**config.mk**
```make
export PLATFORM = sky130hd
export DESIGN_NAME = cameraCfgTop
export DESIGN_NICKNAME = d
export VERILOG_FILES = /design/src/hw/sccbPkg.sv /design/src/hw/cameraCfgPkg.sv /design/src/hw/ov5640RegTable.sv /design/src/hw/resetDelayTimer.sv /design/src/hw/cfgSequencer.sv /design/src/hw/sccbWriter.sv /design/src/hw/cameraCfgTop.sv
export SDC_FILE = /design/constraint.sdc
export NUM_CORES = 1
export LEC_CHECK = 0
export BUFFER_PORTS_ARGS = -buffer_cell sky130_fd_sc_hd__buf_2
export CORE_MARGIN = 4
export CORE_UTILIZATION = 31
export DETAILED_ROUTE_END_ITERATION = 6
export PLACE_DENSITY = 0.51
export SLEW_MARGIN = 20
export SYNTH_ARGS = -nofsm -noshare
export SYNTH_HDL_FRONTEND = slang
export SYNTH_SLANG_ARGS = --single-unit
```
**constraint.sdc**
```tcl
create_clock -name clk -period 4.6 [get_ports clk]
set_clock_uncertainty 0.1 [all_clocks]
set_input_delay 0.23 -clock clk [delete_from_list [all_inputs] [get_ports clk]]
set_output_delay 0.23 -clock clk [all_outputs]
set_load 0.01 [all_outputs]
```
**src/hw/sccbPkg.sv**
```systemverilog
`default_nettype none

package sccbPkg;

	// Write address of the sensor on the two-wire bus
	localparam logic [7:0] sccbWriteId = 8'h78;

	// Eight data bits plus the don't-care ninth bit
	localparam int sccbBitsPerPhase = 9;

	// ID, sub-address, data
	localparam int sccbPhases = 3;

	// Sub-address phase carries two bytes on this sensor
	localparam int sccbFrameBits = sccbBitsPerPhase * (sccbPhases + 1);

endpackage

`default_nettype wire

```
**src/hw/cameraCfgPkg.sv**
```systemverilog
`default_nettype none

package cameraCfgPkg;

	// One table word is {regAddr, regData}
	localparam int cfgEntryWidth = 24;
	localparam int regAddrWidth  = 16;
	localparam int regDataWidth  = 8;

	// Table geometry
	localparam int cfgIndexWidth = 5;
	localparam int cfgTableSize  = 32;

	// Entry writing 0x3008 = 0x82, needs settling time afterwards
	localparam int cfgSoftResetIndex = 1;

endpackage

`default_nettype wire

```
**src/hw/ov5640RegTable.sv**
```systemverilog
`timescale 1ns/1ps
`default_nettype none

module ov5640RegTable
	import cameraCfgPkg::*;
(
	input  logic [cfgIndexWidth-1:0] index,
	output logic [cfgEntryWidth-1:0] entry,
	output logic [cfgIndexWidth:0]   tableSize
);

	assign tableSize = (cfgIndexWidth + 1)'(cfgTableSize); // Fixed length

	always_comb
	begin
		case (index)
			5'd0:    entry = 24'h310311; // System clock from pad
			5'd1:    entry = 24'h300882; // Software reset
			5'd2:    entry = 24'h300842; // Software power down
			5'd3:    entry = 24'h310303; // System clock from PLL
			5'd4:    entry = 24'h3017ff; // VSYNC, HREF, PCLK, D[9:6] enable
			5'd5:    entry = 24'h3018ff; // D[5:0] enable
			5'd6:    entry = 24'h303713; // PLL root and pre-divider
			5'd7:    entry = 24'h310801; // PCLK and SCLK root dividers
			5'd8:    entry = 24'h303541; // PLL, PCLK near 84 MHz
			5'd9:    entry = 24'h303669; // PLL multiplier
			5'd10:   entry = 24'h300000; // Enable blocks
			5'd11:   entry = 24'h3004ff; // Enable clocks
			5'd12:   entry = 24'h300e58; // MIPI down, DVP on
			5'd13:   entry = 24'h430061; // RGB565 output format
			5'd14:   entry = 24'h501f01; // ISP in RGB mode
			5'd15:   entry = 24'h380000; // HS high
			5'd16:   entry = 24'h380100; // HS low
			5'd17:   entry = 24'h380200; // VS high
			5'd18:   entry = 24'h3803fa; // VS low
			5'd19:   entry = 24'h38040a; // HW high
			5'd20:   entry = 24'h38053f; // HW low
			5'd21:   entry = 24'h380606; // VH high
			5'd22:   entry = 24'h3807a9; // VH low
			5'd23:   entry = 24'h380805; // Output width 1280
			5'd24:   entry = 24'h380900;
			5'd25:   entry = 24'h380a02; // Output height 720
			5'd26:   entry = 24'h380bd0;
			5'd27:   entry = 24'h380c07; // HTS
			5'd28:   entry = 24'h380d64;
			5'd29:   entry = 24'h380e02; // VTS
			5'd30:   entry = 24'h380fe4;
			5'd31:   entry = 24'h300802; // Wake up from standby
			default: entry = '0;         // Out of range
		endcase
	end

endmodule

`default_nettype wire

```
**src/hw/resetDelayTimer.sv**
```systemverilog
`timescale 1ns/1ps
`default_nettype none

module resetDelayTimer #(
	parameter int resetDelay = 250000 // Settling cycles after soft reset
) (
	input  logic clk,
	input  logic arstN,
	input  logic delayStart,
	output logic delayBusy
);

	localparam int cntWidth = $clog2(resetDelay + 1);

	logic [cntWidth-1:0] count; // Remaining settle cycles

	always_ff @(posedge clk or negedge arstN)
	begin
		if (!arstN)
			count <= '0;
		else if (delayStart)
			count <= cntWidth'(resetDelay); // Load, busy from next cycle
		else if (count != '0)
			count <= count - 1'b1;
	end

	assign delayBusy = (count != '0); // High for exactly resetDelay cycles

endmodule

`default_nettype wire

```
**src/hw/cfgSequencer.sv**
```systemverilog
`timescale 1ns/1ps
`default_nettype none

module cfgSequencer
	import cameraCfgPkg::*;
(
	input  logic                     clk,
	input  logic                     arstN,
	input  logic                     reconfig,
	input  logic [cfgEntryWidth-1:0] entry,
	input  logic [cfgIndexWidth:0]   tableSize,
	output logic [cfgIndexWidth-1:0] index,
	output logic                     wrStart,
	output logic [regAddrWidth-1:0]  wrAddr,
	output logic [regDataWidth-1:0]  wrData,
	input  logic                     wrDone,
	output logic                     delayStart,
	input  logic                     delayBusy,
	output logic                     cfgDone
);

	typedef enum logic [2:0] {idle, issue, waitWrite, settle, done} seqState_t;

	seqState_t state;
	logic      lastEntry;      // Current entry is the final one
	logic      softResetEntry; // Current entry needs the settle delay

	assign lastEntry      = (({1'b0, index} + 1'b1) == tableSize);
	assign softResetEntry = (index == cfgIndexWidth'(cfgSoftResetIndex));

	// Entry split straight from the table
	assign wrAddr = entry[cfgEntryWidth-1 -: regAddrWidth];
	assign wrData = entry[regDataWidth-1:0];

	// Settle exits straight into a write so the gap is resetDelay + 1
	assign wrStart    = (state == issue) || ((state == settle) && !delayBusy);
	assign delayStart = (state == waitWrite) && wrDone && softResetEntry;
	assign cfgDone    = (state == done);

	always_ff @(posedge clk or negedge arstN)
	begin
		if (!arstN)
		begin
			state <= idle; // Reset itself requests a full pass
			index <= '0;
		end
		else
		begin
			case (state)
				idle:
					state <= issue;
				issue:
					state <= waitWrite; // Strobe lasts one cycle
				waitWrite:
					if (wrDone)
					begin
						if (lastEntry)
							state <= done; // Index parks on the last entry
						else
						begin
							index <= index + 1'b1;
							state <= softResetEntry ? settle : issue;
						end
					end
				settle:
					if (!delayBusy)
						state <= waitWrite; // Write already strobed this cycle
				done:
					if (reconfig) // Only honored once finished
					begin
						index <= '0;
						state <= issue;
					end
				default:
					state <= idle;
			endcase
		end
	end

endmodule

`default_nettype wire

```
**src/hw/sccbWriter.sv**
```systemverilog
`timescale 1ns/1ps
`default_nettype none

module sccbWriter
	import sccbPkg::*;
	import cameraCfgPkg::*;
#(
	parameter int sclDiv = 125 // Clock cycles per quarter SCL period
) (
	input  logic                    clk,
	input  logic                    arstN,
	input  logic                    wrStart,
	input  logic [regAddrWidth-1:0] wrAddr,
	input  logic [regDataWidth-1:0] wrData,
	output logic                    wrDone,
	output logic                    scl,
	output logic                    sdaOut
);

	localparam int divWidth    = $clog2(sclDiv + 1);
	localparam int bitQuarters = sccbFrameBits * 4;  // Four quarters per bit
	localparam int lastQuarter = bitQuarters + 3;    // Plus two start, two stop

	logic                     busy;
	logic [divWidth-1:0]      divCnt;   // Cycles within a quarter
	logic [7:0]               qCnt;     // Quarter index within the write
	logic [7:0]               nextQ;
	logic [7:0]               bitQ;     // Quarter offset inside the data bits
	logic                     quarterTick;
	logic [sccbFrameBits-1:0] frame;    // MSB first, released bit after each byte

	assign nextQ       = qCnt + 1'b1;
	assign bitQ        = nextQ - 8'd2;
	assign quarterTick = busy && (divCnt == divWidth'(sclDiv - 1));

	// Payload only, loaded on every accepted strobe
	always_ff @(posedge clk)
	begin
		if (wrStart && !busy)
			frame <= {sccbWriteId, 1'b1, wrAddr[15:8], 1'b1, wrAddr[7:0], 1'b1,
				wrData, 1'b1};
		else if (quarterTick && (nextQ >= 8'd2) && (nextQ < 8'(bitQuarters + 2))
			&& (bitQ[1:0] == 2'd0))
			frame <= frame << 1; // Next bit to the top
	end

	always_ff @(posedge clk or negedge arstN)
	begin
		if (!arstN)
		begin
			busy   <= 1'b0;
			divCnt <= '0;
			qCnt   <= '0;
			scl    <= 1'b1; // Bus idles released
			sdaOut <= 1'b1;
			wrDone <= 1'b0;
		end
		else
		begin
			wrDone <= 1'b0;
			if (!busy)
			begin
				if (wrStart)
				begin
					busy   <= 1'b1;
					divCnt <= '0;
					qCnt   <= '0;
					sdaOut <= 1'b0; // Start, SDA falls with SCL high
				end
			end
			else if (!quarterTick)
				divCnt <= divCnt + 1'b1;
			else
			begin
				divCnt <= '0;
				if (qCnt == 8'(lastQuarter))
				begin
					busy   <= 1'b0;
					sdaOut <= 1'b1; // Stop, SDA rises with SCL high
					wrDone <= 1'b1;
				end
				else
				begin
					qCnt <= nextQ;
					if (nextQ == 8'd1)
						scl <= 1'b0;
					else if (nextQ < 8'(bitQuarters + 2))
					begin
						case (bitQ[1:0])
							2'd0:    sdaOut <= frame[sccbFrameBits-1]; // SCL low
							2'd1:    scl <= 1'b1;
							2'd3:    scl <= 1'b0;
							default: scl <= 1'b1; // Hold high mid-bit
						endcase
					end
					else if (nextQ == 8'(bitQuarters + 2))
						sdaOut <= 1'b0; // Pull low ahead of stop
					else
						scl <= 1'b1;
				end
			end
		end
	end

endmodule

`default_nettype wire

```
**src/hw/cameraCfgTop.sv**
```systemverilog
`timescale 1ns/1ps
`default_nettype none

module cameraCfgTop
	import cameraCfgPkg::*;
#(
	parameter int sclDiv     = 125,   // Quarter SCL period in clocks
	parameter int resetDelay = 250000 // Soft reset settling in clocks
) (
	input  logic clk,
	input  logic arstN,
	input  logic reconfig,
	output logic scl,
	output logic sdaOut, // 1 releases the line
	output logic cfgDone
);

	logic [cfgIndexWidth-1:0] index;
	logic [cfgEntryWidth-1:0] entry;
	logic [cfgIndexWidth:0]   tableSize;
	logic                     delayStart;
	logic                     delayBusy;
	logic                     wrStart;
	logic                     wrDone;
	logic [regAddrWidth-1:0]  wrAddr;
	logic [regDataWidth-1:0]  wrData;

	ov5640RegTable i_regTable (
		.index     (index),
		.entry     (entry),
		.tableSize (tableSize)
	);

	resetDelayTimer #(.resetDelay(resetDelay)) i_delayTimer (
		.clk        (clk),
		.arstN      (arstN),
		.delayStart (delayStart),
		.delayBusy  (delayBusy)
	);

	cfgSequencer i_sequencer (
		.clk        (clk),
		.arstN      (arstN),
		.reconfig   (reconfig),
		.entry      (entry),
		.tableSize  (tableSize),
		.index      (index),
		.wrStart    (wrStart),
		.wrAddr     (wrAddr),
		.wrData     (wrData),
		.wrDone     (wrDone),
		.delayStart (delayStart),
		.delayBusy  (delayBusy),
		.cfgDone    (cfgDone)
	);

	sccbWriter #(.sclDiv(sclDiv)) i_writer (
		.clk     (clk),
		.arstN   (arstN),
		.wrStart (wrStart),
		.wrAddr  (wrAddr),
		.wrData  (wrData),
		.wrDone  (wrDone),
		.scl     (scl),
		.sdaOut  (sdaOut)
	);

endmodule

`default_nettype wire

```
# Word-level counts from Yosys, hierarchy flattened
# Memories as Yosys holds them, arrays and structs flattened.
# Index checks and enable logic that the tools add are counted.
[word_totals]
wordCells = 106
mem_bits_ro = 640
mem_count = 1
out_inout_bits = 3
in_bits = 3
reg_bits = 81
[classes]
n_eq_ne = 22
n_mux = 40
bitwise = 1
order_cmp = 2
n_reduce_logical = 23
n_addsub = 6
[memory_table]
columns = ["name", "words", "word_bits", "rd", "rd_ports_with_merged_regs", "write_ports", "line_no", "rtl"]
rows = [
  ["(no name shown)", 32, 20, 1, 0, 0, "ov5640RegTable.sv:16", "case (index)"],
]
[op_table]
columns = ["operator", "count"]
rows = [
  ["$mux 27", 2],
  ["$mux 18", 2],
  ["$mux 8", 4],
  ["$mux 7", 3],
  ["$mux 1", 18],
  ["$reduce_bool 18->1", 1],
  ["$sub 18x1->18 const B", 1],
  ["$eq 8x8->1 const B", 2],
  ["$mux 5", 3],
  ["$pmux 3 s5", 1],
  ["$mux 3", 4],
  ["$ne 2x2->1 const B", 5],
  ["$pmux 5 s2", 1],
  ["$reduce_and 5->1", 2],
  ["$add 8x1->8 const B", 1],
  ["$eq 8x1->1 const B", 1],
  ["$ge 8x2->1 const B", 1],
  ["$logic_and 1x1->1", 8],
  ["$lt 8x8->1 const B", 1],
  ["$ne 4x4->1 const B", 2],
  ["$reduce_bool 2->1", 4],
  ["$add 7x1->7 const B", 1],
  ["$eq 7x7->1 const B", 1],
  ["$add 5x1->6 const B", 1],
  ["other kinds (20)", 24],
]

# Depth between registers and ports, before layout
[depth]
word_depth = 9
depth_mapped = 10
depth_no_buf = 9

# Modules after synthesis
# A second synthesis with hierarchy kept.
[hier_totals]
cells_unflattened = 581
area_unflattened_um2 = 5501.5
[modules_own_cells]
columns = ["mod", "seq_area_each_um2", "cells_per_inst", "instances", "area_each_um2"]
rows = [
  ["sccbWriter", 1438.9, 242, 1, 2631.3],
  ["resetDelayTimer", 450.4, 108, 1, 1059.8],
  ["cfgSequencer", 200.2, 111, 1, 924.6],
  ["ov5640RegTable", 0.0, 120, 1, 885.8],
]

# Least setup slack after synthesis
# Ideal clock, no wire load.
[synth_timing]
path_kind = "flip-flop to flip-flop"
from = "reg i_writer.qCnt[0]"
to = "reg i_writer.frame[10], enable pin"
arrival_time_ns = 2.735
stages_incl_launch_ff = 10
path_buffers = 2
required_time_ns = 4.116
path_slack_ns = 1.380
cell_sequence = "dfrtp_1 ha_1 nand2_1 o21ai_0 nor3_1 o41ai_2 o2111a_1 buf_4 buf_2 nand2b_1"
[synth_via]
elab_chain_len = 6
word_cells_on_any_way = 9
[synth_rtl]
columns = ["item", "line_no", "rtl"]
rows = [
  ["start, declared", "sccbWriter.sv:26", "logic [7:0] qCnt;"],
  ["start signal, assigned", "sccbWriter.sv:84", "qCnt <= nextQ;"],
  ["$add 8x1->8 (*)", "sccbWriter.sv:32", "assign nextQ = qCnt + 1'b1;"],
  ["$ge 8x2->1", "sccbWriter.sv:42", "else if (quarterTick && (nextQ >= 8'd2) && (nextQ < 8'(bitQuarters + 2))"],
  ["$logic_and 1x1->1 (2 in a row)", "sccbWriter.sv:42", ""],
  ["$logic_and 1x1->1 (*)", "sccbWriter.sv:43", "&& (bitQ[1:0] == 2'd0))"],
  ["$reduce_bool 2->1 (no line) (*)", "n/a", ""],
  ["end signal, assigned", "sccbWriter.sv:40", "frame <= {sccbWriteId, 1'b1, wrAddr[15:8], 1'b1, wrAddr[7:0], 1'b1,"],
  ["end signal, assigned", "sccbWriter.sv:44", "frame <= frame << 1;"],
  ["end, declared", "sccbWriter.sv:30", "logic [sccbFrameBits-1:0] frame;"],
]
# Mark *: on every way between the ends. The rest lies on a longest branch, timed or not.
# A chain may end at the register's enable or synchronous reset.

# Worst setup path in the final report
[layout_timing]
from = "reg i_delayTimer.count[11]"
to = "reg i_writer.frame[1], enable pin"
[layout_via]
elab_chain_len = 6
[layout_rtl]
columns = ["item", "line_no", "rtl"]
rows = [
  ["start, declared", "resetDelayTimer.sv:15", "logic [cntWidth-1:0] count;"],
  ["start signal, assigned", "resetDelayTimer.sv:22", "count <= cntWidth'(resetDelay);"],
  ["start signal, assigned", "resetDelayTimer.sv:24", "count <= count - 1'b1;"],
  ["$reduce_bool 18->1", "resetDelayTimer.sv:27", "assign delayBusy = (count != '0);"],
  ["$logic_not 1->1", "cfgSequencer.sv:36", "assign wrStart = (state == issue) || ((state == settle) && !delayBusy);"],
  ["$logic_and 1x1->1", "cfgSequencer.sv:36", ""],
  ["$logic_or 1x1->1", "cfgSequencer.sv:36", ""],
  ["$logic_and 1x1->1", "sccbWriter.sv:39", "if (wrStart && !busy)"],
  ["$reduce_bool 2->1 (no line)", "n/a", ""],
]
# Every way passes these cells.

==> metrics.md <==
| Metric | Value |
|---|---|
| Die Wd | 129.2 um |
| Area grow syn2layout | 9.802% |
| Final hold violations | 0 |
| DRC Markers | 0 |
| Crit path launch type | flip-flop |
| Slew Limit Headroom | 39.80% |
| RePlAce Congestion | 0.8582 |
| Drt total wl | 9698 um |
| Vias/cell | 5.095 |
| Syn Nets | 510 |
| EDFF count, synth | 24 |
| Share of layout cells above drive strength 1 | 7.755% |
| Initial Utilization | 31.47% |
| Cell family contributing the most delay on the critical path | simple AND/OR/NAND/NOR gates |
| Max Cap Viol | 0 |
| PwrDens | 281.6 nW/um^2 |
| Detailed Place HPWL | 6599 um |
| IO buf count | 5 |
| Pin count of the biggest net entering global routing | 46 |
| Final period util | 69.52% |
| Via count | 3,434 |
| Worst Max-Slew Pin Slew | 903.0 ps |
| Yosys warns | 0 |
| Slowest stage delay, CP | 590 ps |
| Setup Fix Bufs, Post-CTS | 0 |
| CTS max path bufs | 2 |
| Top FF cell, synth | dfrtp_1 |
| Leak | 1.947 nW |
| Synthesized cell area | 4557 um^2 |
| H-tree levels | 3 |
| CTS tree | done |
| Worst Path Required | 4520 ps |
| GRT Overall Usage | 12.51% |
| Drt pass-1 iters | 4 |
| Vias in the first global route | 3,413 |
| Min Tclk post-route | 3198 ps |
| Overall power | 1.409 mW |
| Worst skew pair latency | 340 ps |
| Number of unique standard cell types used by synthesis | 64 |
| Number of nets in the layout | 506 |
| Avg Synthesized Cell Area | 9.319 um^2 |
| Fill cells | 1,472 |
| Worst hold path type | in2reg |
| Clk root buf | clkbuf_16 |
| Ports | 6 |
| Site Rows | 44 |
| CP max stage cell | or4_4 |
| Global-route wire length before repair | 16,800 um |
| Status | finished, final reports clean |
| Initial antenna violation count | 0 |
| Die area | 16,700 um^2 |
| Setup CP Type | reg2reg |
| Cts bufs inserted | 9 |
| Max Clock Freq | 312.7 MHz |
| Die height | 129.2 um |
| CTS resizes | 0 |
| Post-synthesis sequential area ratio | 45.85% |
| Worst path cell trace | or4_4, nor4_4, nand4b_1, buf_4, a21oi_1, nand2b_1, nand2b_1, buf_4 |
| Core Box Area | 14,480 um^2 |
| Worst-path maximum fanout | 18 |
| Setup TNS | 0 ps |
| Congestion Overflow GR | 0 |
| Setup-failing EPs final | 0 |
| Clk slew on worst S/H paths | 60 ps |
| Average wire per standard cell | 14.39 um |
| Worst Path Arrival | 3120 ps |
| Seq cells post-synth | 81 |
| N_diodes | 0 |
| Worst setup EP type | flip-flop |
| Bufs and invs on worst path | 2 |
| Worst hold slack | 77.10 ps |
| Layout Utilization | 34.56% |
| Peak supply drop | 0.1904 mV |
| Max-slew violation count | 0 |
| RSZ-0062 raised after global routing | false |
| Initial DRC count | 340 |
| Synth Instances | 489 |
| Clock sink count | 81 |
| Ys async rst share | 55.56% |
| Final ANT Viol Nets | 0 |
## state kept, by name, summed over array words and instances, names as in the netlist
| signal | count |
|---|---|
| i_writer.sdaOut | 1 |
| i_sequencer.state | 3 |
| i_writer.scl | 1 |
| i_sequencer.index | 5 |
| i_writer.wrDone | 1 |
| i_delayTimer.count | 18 |
| i_writer.frame | 36 |
| i_writer.divCnt | 7 |
| i_writer.qCnt | 8 |
| i_writer.busy | 1 |
## kinds of logic (layout without fill, tap and decap cells)
logic type      after synthesis  after routing  share of synthesized area (%)
simple gates                190            190                          19.69
compound gates              120            120                          17.74
flops                        81             81                          45.85
buf+inv                      46             47                          4.475
fa+ha+maj                    18             18                          4.942
xor+xnor                     17             17                          3.267
mux                          17             17                          4.036
## per-stage QoR
step / cells / setup slack (ps) / cell area, um^2
2_1_floorplan: 489 / 1380 / 4557
3_3_place_gp: 657 / 1475 / 4725
3_5_place_dp: 657 / 1385 / 4725
4_1_cts: 674 / 1370 / 5004
5_1_grt: 674 / 1104 / 5004
6_report: 674 / 1402 / 5004
## worst paths after layout
| path | slack, ps | end | startpoint | depth (start not counted) |
|---|---|---|---|---|
| worst max-delay path | 1400 | i_writer.frame[1] | i_delayTimer.count[11] | 8 |
| worst min-delay path | 80 | i_sequencer.state[2] | reconfig | 3 |
| worst max register to register | 1400 | i_writer.frame[1] | i_delayTimer.count[11] | 8 |
| worst min register to register | 370 | i_writer.frame[27] | i_writer.frame[26] | 2 |
| max in group asynchronous | 3580 | i_sequencer.index[2] | arstN | 3 |
| min in group asynchronous | 400 | i_writer.qCnt[5] | arstN | 3 |
## cell type report
class	instances	area, um^2	area share (%)
multi-input cells	362	2263	45.24
flip-flops and latches	81	2090	41.76
inverters	19	71.32	1.425
clock buffers	13	250.2	5.001
well taps	184	230.2	4.601
repair buffers	12	80.08	1.600
clock inverters	3	18.77	0.3751
## per-layer routing
metal / track usage, % / vias up / share of wire, %
met3: 3.833 / 6 / 4.7
met1: 17.39 / 1626 / 50
met2: 18.48 / 60 / 44
met5: 0 / - / 0
met4: 4.324 / 0 / 0.70
li1: - / 1742 / -
## worst register-to-register path: cells and delay by family, from the launching register on
family / cells / cell delay, ps
DFF: 1 / 410
and+or+nand+nor: 5 / 1640
buffers and inverters: 2 / 520
AOI/OAI and AO/OA: 1 / 210
## timing repair
action                                  CTS  global route
endpoints found under the setup margin    0             0
hold buffers                              1             0
endpoints found under the hold margin    43             0
## cell usage after synthesis, drive strengths merged (3+ instances only)
| library cell | n | area, um^2 |
|---|---|---|
| nand2 | 63 | 236.5 |
| nor2 | 54 | 205.2 |
| o21ai | 46 | 230.2 |
| dfrtp | 43 | 1076 |
| edfxtp | 24 | 720.7 |
| a21oi | 18 | 93.84 |
| ha | 18 | 225.2 |
| inv | 18 | 67.56 |
| clkbuf | 17 | 63.81 |
| nand3 | 17 | 85.08 |
| a22o | 15 | 131.4 |
| mux2i | 15 | 150.1 |
| dfxtp | 12 | 240.2 |
| xnor2 | 12 | 105.1 |
| nor3 | 11 | 55.05 |
| buf | 10 | 68.81 |
| o31ai | 9 | 67.56 |
| and2 | 7 | 43.79 |
| nor4 | 7 | 58.81 |
| nand4 | 6 | 37.54 |
| o211ai | 6 | 45.04 |
| or3 | 5 | 31.28 |
| xor2 | 5 | 43.79 |
| a31oi | 4 | 31.28 |
| nand2b | 4 | 25.02 |
| a211oi | 3 | 35.03 |
| and3 | 3 | 18.77 |
| nor2b | 3 | 18.77 |
## placed cells by master (no fill, tap or decap), drive strengths merged, types with 6 or more instances in the layout
cell / instances
nand2: 63
nor2: 54
o21ai: 46
dfrtp: 43
edfxtp: 24
inv: 19
ha: 18
a21oi: 18
nand3: 17
a22o: 15
mux2i: 15
clkbuf: 13
xnor2: 12
dfxtp: 12
nor3: 11
buf: 11
o31ai: 9
and2: 7
nor4: 7
nand4: 6
o211ai: 6
## power breakdown
group / switching [mW] / internal (mW) / leakage (nW)
Clock: 0.282 / 0.380 / 0.130
Combinational: 0.00829 / 0.00181 / 0.946
Sequential: 0 / 0.737 / 0.872
Total: 0.290 / 1.12 / 1.95
(Power assumes the default switching activity.)
